File: src/fpu_pkg.sv
package fpu_pkg;

    // ieee single and its fields
    typedef logic [31:0] float_t;
    typedef logic [7:0]  exp_t;
    typedef logic [22:0] mant_t;

    typedef logic [2:0] op_t;
    typedef logic [1:0] cmp_t;

    // codes 5 to 7 fall back to fadd
    localparam op_t OP_FADD = 3'd0;
    localparam op_t OP_FSUB = 3'd1;
    localparam op_t OP_FEQ  = 3'd2;
    localparam op_t OP_FLT  = 3'd3;
    localparam op_t OP_FLE  = 3'd4;

    // compare kind, decode to result
    localparam cmp_t CMP_EQ = 2'd0;
    localparam cmp_t CMP_LT = 2'd1;
    localparam cmp_t CMP_LE = 2'd2;

endpackage

File: src/lzc.sv
`timescale 1ns/100ps

module lzc (
    input  logic [24:0] x,
    output logic [4:0]  res
);

    // highest set bit wins, zero input counts 24
    always_comb begin
        res = 5'd24;
        for (int i = 0; i < 25; i++) begin
            if (x[i]) begin
                res = 5'(24 - i);
            end
        end
    end

endmodule

File: src/fadd.sv
`timescale 1ns/100ps

module fadd (
    input  fpu_pkg::float_t x,
    input  fpu_pkg::float_t y,
    output fpu_pkg::float_t res
);

    logic           sx;
    logic           sy;
    fpu_pkg::exp_t  ex;
    fpu_pkg::exp_t  ey;
    fpu_pkg::mant_t mx;
    fpu_pkg::mant_t my;
    logic [8:0]     exy;
    logic [8:0]     eyx;
    logic           x_bigger;
    fpu_pkg::exp_t  eb;
    fpu_pkg::exp_t  es;
    logic [7:0]     ediff;
    fpu_pkg::mant_t mb;
    fpu_pkg::mant_t ms;
    logic [23:0]    mb_sup;
    logic [23:0]    ms_sup;
    logic           s_big;
    logic           is_add;
    logic           is_close;
    logic [49:0]    ms_ext;
    logic [49:0]    ms_shifted;
    logic [26:0]    ms_packed;
    logic [27:0]    mb_ext;
    logic [27:0]    m_far;
    logic           udf_f;
    logic           ovf_f;
    logic           s_far;
    fpu_pkg::exp_t  e_far;
    logic [24:0]    m_far_n;
    logic           st_far;
    logic [24:0]    ms_c;
    logic [25:0]    mb_c;
    logic [25:0]    d_bs;
    logic [25:0]    d_sb;
    logic [24:0]    m_abs;
    logic           s_close;
    logic [4:0]     lz;
    logic [8:0]     e_norm;
    logic           udf_c;
    logic [24:0]    m_close;
    fpu_pkg::exp_t  e_close;
    logic           s_pre;
    fpu_pkg::exp_t  e_pre;
    logic [24:0]    m_pre;
    logic           st_pre;
    logic           round_up;
    logic [24:0]    m_rnd;

    assign {sx, ex, mx} = x;
    assign {sy, ey, my} = y;

    // order operands by exponent
    assign exy      = {1'b0, ex} - {1'b0, ey};
    assign eyx      = {1'b0, ey} - {1'b0, ex};
    assign x_bigger = ~exy[8];
    assign eb       = x_bigger ? ex : ey;
    assign es       = x_bigger ? ey : ex;
    assign ediff    = x_bigger ? exy[7:0] : eyx[7:0];
    assign mb       = x_bigger ? mx : my;
    assign ms       = x_bigger ? my : mx;
    // zero exponent reads as zero
    assign mb_sup   = (eb != 8'd0) ? {1'b1, mb} : 24'd0;
    assign ms_sup   = (es != 8'd0) ? {1'b1, ms} : 24'd0;
    assign s_big    = x_bigger ? sx : sy;
    assign is_add   = ~(sx ^ sy);
    assign is_close = (ediff[7:1] == 7'd0) & ~is_add;

    // far path: align with two guard bits and sticky
    assign ms_ext     = {ms_sup, 26'd0};
    assign ms_shifted = (ediff >= 8'd26) ? {26'd0, ms_sup} : ms_ext >> ediff;
    assign ms_packed  = {ms_shifted[49:24], |ms_shifted[23:0]};
    assign mb_ext     = {1'b0, mb_sup, 3'd0};
    assign m_far      = is_add ? mb_ext + {1'b0, ms_packed} : mb_ext - {1'b0, ms_packed};

    assign udf_f = (eb == 8'd0) | ((eb == 8'd1) & ~m_far[27] & ~m_far[26]);
    assign ovf_f = (eb == 8'd255) | ((eb == 8'd254) & m_far[27]);
    assign s_far = udf_f ? 1'b0 : s_big;

    // at most one bit of normalize either way
    always_comb begin
        if (m_far[27]) begin
            e_far   = eb + 8'd1;
            m_far_n = m_far[27:3];
            st_far  = |m_far[2:0];
        end else if (m_far[26]) begin
            e_far   = eb;
            m_far_n = m_far[26:2];
            st_far  = |m_far[1:0];
        end else begin
            e_far   = eb - 8'd1;
            m_far_n = m_far[25:1];
            st_far  = m_far[0];
        end
        if (udf_f) begin
            e_far   = 8'd0;
            m_far_n = 25'd0;
        end else if (ovf_f) begin
            e_far   = 8'd255;
            m_far_n = 25'd0;
        end
    end

    // close path: exponents differ by at most one
    assign ms_c    = (ediff == 8'd0) ? {ms_sup, 1'b0} : {1'b0, ms_sup};
    assign mb_c    = {1'b0, mb_sup, 1'b0};
    assign d_bs    = mb_c - {1'b0, ms_c};
    assign d_sb    = {1'b0, ms_c} - mb_c;
    assign m_abs   = d_bs[25] ? d_sb[24:0] : d_bs[24:0];
    // exact cancellation gives +0
    assign s_close = (m_abs == 25'd0) ? 1'b0 : (s_big ^ d_bs[25]);

    lzc u_lzc (
        .x   (m_abs),
        .res (lz)
    );

    assign e_norm  = {1'b0, eb} - {4'd0, lz};
    assign udf_c   = e_norm[8] | (e_norm == 9'd0) | (m_abs == 25'd0);
    assign m_close = udf_c ? 25'd0 : m_abs << lz;
    assign e_close = udf_c ? 8'd0 : e_norm[7:0];

    // m_pre is hidden bit, 23 fraction bits, guard bit
    assign s_pre  = is_close ? s_close : s_far;
    assign e_pre  = is_close ? e_close : e_far;
    assign m_pre  = is_close ? m_close : m_far_n;
    assign st_pre = is_close ? 1'b0 : st_far;

    // nearest even
    assign round_up = m_pre[0] & (st_pre | m_pre[1]);
    assign m_rnd    = {1'b0, m_pre[24:1]} + {24'd0, round_up};

    // carry out of the mantissa bumps the exponent
    assign res = {s_pre,
                  m_rnd[24] ? e_pre + 8'd1 : e_pre,
                  m_rnd[24] ? 23'd0 : m_rnd[22:0]};

endmodule

File: src/fpu_decode.sv
`timescale 1ns/100ps

module fpu_decode (
    input  logic            clk,
    input  logic            rst,
    input  logic            in_valid,
    input  fpu_pkg::op_t    op,
    input  fpu_pkg::float_t x,
    input  fpu_pkg::float_t y,
    output logic            d_valid,
    output logic            d_is_cmp,
    output fpu_pkg::cmp_t   d_cmp,
    output fpu_pkg::float_t d_x,
    output fpu_pkg::float_t d_y
);

    logic          is_cmp;
    fpu_pkg::cmp_t cmp;
    logic          flip;

    // opcode to class and compare kind
    always_comb begin
        is_cmp = 1'b0;
        cmp    = fpu_pkg::CMP_EQ;
        flip   = 1'b0;
        case (op)
            fpu_pkg::OP_FADD: flip = 1'b0;
            fpu_pkg::OP_FSUB: flip = 1'b1;
            fpu_pkg::OP_FEQ: begin
                is_cmp = 1'b1;
                cmp    = fpu_pkg::CMP_EQ;
            end
            fpu_pkg::OP_FLT: begin
                is_cmp = 1'b1;
                cmp    = fpu_pkg::CMP_LT;
            end
            fpu_pkg::OP_FLE: begin
                is_cmp = 1'b1;
                cmp    = fpu_pkg::CMP_LE;
            end
            default: flip = 1'b0;
        endcase
    end

    always_ff @(posedge clk) begin
        if (rst) begin
            d_valid  <= 1'b0;
            d_is_cmp <= 1'b0;
            d_cmp    <= fpu_pkg::CMP_EQ;
        end else begin
            d_valid <= in_valid;
            if (in_valid) begin
                d_is_cmp <= is_cmp;
                d_cmp    <= cmp;
            end
        end
    end

    // fsub becomes an add with y negated
    always_ff @(posedge clk) begin
        if (in_valid) begin
            d_x <= x;
            d_y <= {y[31] ^ flip, y[30:0]};
        end
    end

endmodule

File: src/fpu_result.sv
`timescale 1ns/100ps

module fpu_result (
    input  logic            clk,
    input  logic            rst,
    input  logic            d_valid,
    input  logic            d_is_cmp,
    input  fpu_pkg::cmp_t   d_cmp,
    input  fpu_pkg::float_t d_x,
    input  fpu_pkg::float_t d_y,
    input  fpu_pkg::float_t sum,
    output logic            out_valid,
    output logic            out_is_flag,
    output fpu_pkg::float_t out_float,
    output logic            out_flag
);

    fpu_pkg::exp_t ex;
    fpu_pkg::exp_t ey;
    logic          zx;
    logic          zy;
    logic          sx;
    logic          sy;
    logic [30:0]   mag_x;
    logic [30:0]   mag_y;
    logic          eq;
    logic          lt;
    logic          flag;

    assign ex = d_x[30:23];
    assign ey = d_y[30:23];
    assign zx = (ex == 8'd0);
    assign zy = (ey == 8'd0);

    // zeros lose their sign, so +0 equals -0
    assign sx    = d_x[31] & ~zx;
    assign sy    = d_y[31] & ~zy;
    assign mag_x = zx ? 31'd0 : d_x[30:0];
    assign mag_y = zy ? 31'd0 : d_y[30:0];

    assign eq = (sx == sy) & (mag_x == mag_y);

    // sign-magnitude order
    always_comb begin
        if (sx != sy) begin
            lt = sx;
        end else if (sx) begin
            lt = mag_x > mag_y;
        end else begin
            lt = mag_x < mag_y;
        end
    end

    always_comb begin
        case (d_cmp)
            fpu_pkg::CMP_EQ: flag = eq;
            fpu_pkg::CMP_LT: flag = lt;
            fpu_pkg::CMP_LE: flag = lt | eq;
            default:         flag = eq;
        endcase
    end

    // outputs hold between results
    always_ff @(posedge clk) begin
        if (rst) begin
            out_valid   <= 1'b0;
            out_is_flag <= 1'b0;
            out_float   <= 32'd0;
            out_flag    <= 1'b0;
        end else begin
            out_valid <= d_valid;
            if (d_valid) begin
                out_is_flag <= d_is_cmp;
                if (d_is_cmp) begin
                    out_flag <= flag;
                end else begin
                    out_float <= sum;
                end
            end
        end
    end

endmodule

File: src/fpu_top.sv
`timescale 1ns/100ps

module fpu_top (
    input  logic            clk,
    input  logic            rst,
    input  logic            in_valid,
    input  fpu_pkg::op_t    op,
    input  fpu_pkg::float_t x,
    input  fpu_pkg::float_t y,
    output logic            out_valid,
    output logic            out_is_flag,
    output fpu_pkg::float_t out_float,
    output logic            out_flag
);

    logic            d_valid;
    logic            d_is_cmp;
    fpu_pkg::cmp_t   d_cmp;
    fpu_pkg::float_t d_x;
    fpu_pkg::float_t d_y;
    fpu_pkg::float_t sum;

    fpu_decode u_decode (
        .clk      (clk),
        .rst      (rst),
        .in_valid (in_valid),
        .op       (op),
        .x        (x),
        .y        (y),
        .d_valid  (d_valid),
        .d_is_cmp (d_is_cmp),
        .d_cmp    (d_cmp),
        .d_x      (d_x),
        .d_y      (d_y)
    );

    // adder sits between the two register stages
    fadd u_fadd (
        .x   (d_x),
        .y   (d_y),
        .res (sum)
    );

    fpu_result u_result (
        .clk         (clk),
        .rst         (rst),
        .d_valid     (d_valid),
        .d_is_cmp    (d_is_cmp),
        .d_cmp       (d_cmp),
        .d_x         (d_x),
        .d_y         (d_y),
        .sum         (sum),
        .out_valid   (out_valid),
        .out_is_flag (out_is_flag),
        .out_float   (out_float),
        .out_flag    (out_flag)
    );

endmodule

File: config.mk
export PLATFORM = sky130hd
export DESIGN_NAME = fpu_top
export DESIGN_NICKNAME = d
export VERILOG_FILES = /design/src/fpu_pkg.sv /design/src/lzc.sv /design/src/fadd.sv /design/src/fpu_decode.sv /design/src/fpu_result.sv /design/src/fpu_top.sv
export SDC_FILE = /design/constraint.sdc
export NUM_CORES = 1
export LEC_CHECK = 0
export BUFFER_PORTS_ARGS = -buffer_cell sky130_fd_sc_hd__buf_2
export CAP_MARGIN = 10
export CORE_ASPECT_RATIO = 0.8
export CORE_MARGIN = 1
export CORE_UTILIZATION = 40
export DETAILED_ROUTE_END_ITERATION = 6
export MAX_ROUTING_LAYER = met4
export SETUP_SLACK_MARGIN = 0.4
export SKIP_CTS_REPAIR_TIMING = 1
export SYNTH_ARGS = -nofsm -noshare
export SYNTH_HDL_FRONTEND = slang
export SYNTH_SLANG_ARGS = --single-unit
File: constraint.sdc
create_clock -name clk -period 23.9 [get_ports clk]
set_input_delay 0 -clock clk [delete_from_list [all_inputs] [get_ports clk]]
set_output_delay 0 -clock clk [all_outputs]
set_load 0.05 [all_outputs]
==> impl_results.md <==
- Die area: 50400 µm²
- Synth Register Bits: ~100
- CP endpoint kind: flop
- Drt wl/cell: between 20 and 30 µm
- Initial core utilization: ~41%
- Post-synthesis adder-cell area fraction: roughly a tenth
- Skew final: roughly 0.016 ns
- Drt initial violations: between 3000 and 4000
- Crit Path Class: flop to flop
- WL final: roughly 97 mm
- DR pass1 iterations: 5
- Clk pin slew, worst setup/hold paths: around 0.08 ns
- Placeable Area: ~49000 µm²
- Pin count of the biggest net entering global routing: 75
- Fin cells: roughly 3500
- Total grt overflow: 0
- Number of CTS-inserted buffers: 9
- Commonest cells in the netlist: nand2_1, a21oi_1, nor2_1
- Max Buffers Root-to-Sink: 2
- Asr flop ratio synth: 0%
- IO buf count: between 100 and 150
- Synth Flop Type: edfxtp_1
- Layout cells sized above 1: 9.84%
- Boundary pin count: 105
- Syn-to-layout area delta: 10.4%
- Max stage delay on crit path: 0.88 ns
- Compound-gate portion of the synthesized area: 35.1%
- Antenna violations before repair: 3
- Synth Instances: approximately 2800
- Post-detail-place hpwl: a little under 80 mm
- Met1 Usage GRT: a little under three fifths
- Crit Reg-Reg Startpoint: u_decode.d_x[29]
- Hold path endpoint: u_decode.d_is_cmp
- Largest family of logic cells by synthesized area: compound AO/OA/AOI/OAI gates
- Vias: 23717
- Register area share after synthesis: between 10% and 20%
- PD cells: 132 nW/µm²
- FILL cells: between 5000 and 6000
- Crit-path max FO: 57
- Synth unique cells: between 100 and 150
- Hold path start: op[2]
- GR Layer Usage met3: 10.7%
- DRT antenna net count: 0
- First-pass GRT wire length: between 100 and 150 mm
- Gpl congestion: 1.08
- Global Route Usage Sum: 38.6%
- Final Util: 45.0%
- Crit start category: flop
- Final nets: 3103
- Drt drc: 0
- Register area: about 2700 µm²
- RSZ-0062 raised after global routing: false
- Hold path cells: 4
- Relative slew margins: 16.4%
- Final period util: between 60% and 70%
- Flop-to-flop setup slack: 7.32 ns
- Final setup vio count: 0
- Area leader, netlist: ha_1
- Final WS setup: 7.32 ns
- # Max-Cap Violations: 0
- Multi-input logic area: approximately 16000 µm²
- Post-synthesis xor/xnor area fraction: 4.12%
- Top cells by area, synth: ha_1, edfxtp_1, a21oi_1
- Total placed cells including tap cells: ~3400
- Most common cell in the netlist: nand2_1
- Synth Cell Area: 19800 µm²
- Via density: 6.77
- Top-area cell type share of the netlist area: under 10%
- Fin. max-slew vios: 0
- Vias in the first global route: 21495
- Yosys Warn Count: 0
- Chip Width: roughly 250 µm
- Slew at the pin with the worst max-slew slack: between 1 and 1.5 ns
- Final setup TNS: 0 ns
- H-tree levels: 3
- Clock root buffer: clkbuf_16
- Avg Inst Size Synth: 7.09 µm²
- EDFF count, synth: 64
- Syn nets: around 3000
- Simple-gate portion of the synthesized area: between 20% and 30%
- Outcome: complete, no violations
- CP Data Required Time: between 20 and 25 ns
- Reg-to-Reg End: u_result.out_float[2]
- CTS tree: built
- Clock Latency Late Sink: about 0.4 ns
- Met2 global-route usage: approximately half
- GR peak layer: met1
- Worst Reg2Reg Path Length in Cells: between 40 and 50
- Die Height: around 200 µm
- CTS sink cnt: 103
- Total power: around 2.9 mW
- Crit path time final: ~17 ns
- Final hold violations: 0
- Leak pwr: a little over 9 nW
- # diodes: 0
- Core Rows: 72
- Max IR drop VDD: roughly 70 µV
- CP max-delay cell: o31a_1
- Critical path arrival: roughly 17 ns
- Fmax: a little over 60 MHz
- Post-synthesis mux area share: about 4.5%
- Worst slack, placed: approximately 8.0 ns
- Worst Hold Class: input port to flop
metal layers:
layer / part of all wire [%] / wire [µm]
met5: 0 / 0
met4: 2.3 / 2270
met3: 12 / 11600
met1: 46 / 44700
met2: 40 / 38800
worst max path at each step:
| stage | startpoint | end | slack [ns] | cells after the start |
|---|---|---|---|---|
| 5_1_grt | u_decode.d_x[29] | u_result.out_float[2] | 6.59 | 48 |
| 4_1_cts | u_decode.d_x[29] | u_result.out_float[2] | 7.95 | 49 |
| 3_3_place_gp | u_decode.d_x[29] | u_result.out_float[2] | 8.44 | 45 |
| 3_5_place_dp | u_decode.d_x[29] | u_result.out_float[2] | 7.98 | 49 |
| 6_report | u_decode.d_x[29] | u_result.out_float[2] | 7.32 | 48 |
| 2_1_floorplan | u_decode.d_x[27] | u_result.out_float[10] | 11.09 | 56 |
through the flow:
step / instance area [µm²] / hold slack, ns
final: 21900 / 0.0146
after global routing: 21900 / 0.0544
after CTS: 21200 / -0.256
after detailed placement: 20800 / 0.178
after global placement: 20800 / 0.176
after floorplan: 19800 / 0.0989
sequential cells by signal, indices dropped and copies added (netlist names):
name and flops:
u_decode.d_y 32, u_decode.d_is_cmp 1, u_decode.d_cmp 2, u_decode.d_valid 1
u_result.out_valid 1, u_result.out_float 32, u_decode.d_x 32, u_result.out_flag 1
u_result.out_is_flag 1
worst max-delay path, delay by kind of cell (launching register included):
kind | cells | cell delay [ns]
xor gates and xnor gates | 3 | 1.07
buffers and inverters | 7 | 1.84
AOI/OAI and AO/OA | 18 | 4.95
and+or+nand+nor | 15 | 5.96
muxes | 2 | 0.80
adders and majority gates | 3 | 1.32
DFF | 1 | 0.45
layout make-up:
cell class	count	share of cell area, %
Clock inverter	7	0.412
Timing Repair Buffer	229	7.48
Multi-Input combinational cell	2350	72.1
Sequential cell	103	12.4
Clock buffer	9	1.03
Inverter	177	3.04
Tap cell	629	3.60
cells in the final DEF (no fill, tap or decap), drive strengths merged, types with 33 or more instances in the layout:
| master | netlist | routed |
|---|---|---|
| a211oi | 50 | 50 |
| a21o | 61 | 61 |
| a21oi | 243 | 243 |
| a31oi | 40 | 40 |
| and2 | 47 | 47 |
| buf | 53 | 160 |
| dfxtp | 39 | 39 |
| dlygate4sd3 | 0 | 68 |
| edfxtp | 64 | 64 |
| ha | 157 | 157 |
| inv | 173 | 175 |
| mux2i | 67 | 67 |
| nand2 | 302 | 302 |
| nand2b | 38 | 38 |
| nand3 | 83 | 83 |
| nand4 | 53 | 53 |
| nor2 | 232 | 232 |
| nor3 | 69 | 69 |
| nor4 | 40 | 40 |
| o211ai | 52 | 52 |
| o21a | 40 | 40 |
| o21ai | 187 | 187 |
| xnor2 | 55 | 55 |
| xor2 | 33 | 33 |
power breakdown:
group / internal [mW] / switching (mW) / total (mW)
registers: 0.208 / 0.0186 / 0.227
clock network: 0.0836 / 0.0844 / 0.168
logic: 0.721 / 1.77 / 2.49
total: 1.01 / 1.87 / 2.88
logic make-up (layout without fill, tap and decap cells):
kind of cell,after synthesis,after routing
AO/OA/AOI/OAI,1008,1008
XOR/XNOR,88,88
adder cells (fa/ha/maj),163,163
buffers and inverters,339,422
flip-flops,103,103
multiplexers,83,83
AND/OR/NAND/NOR,1008,1008
(Power assumes the default switching activity.)
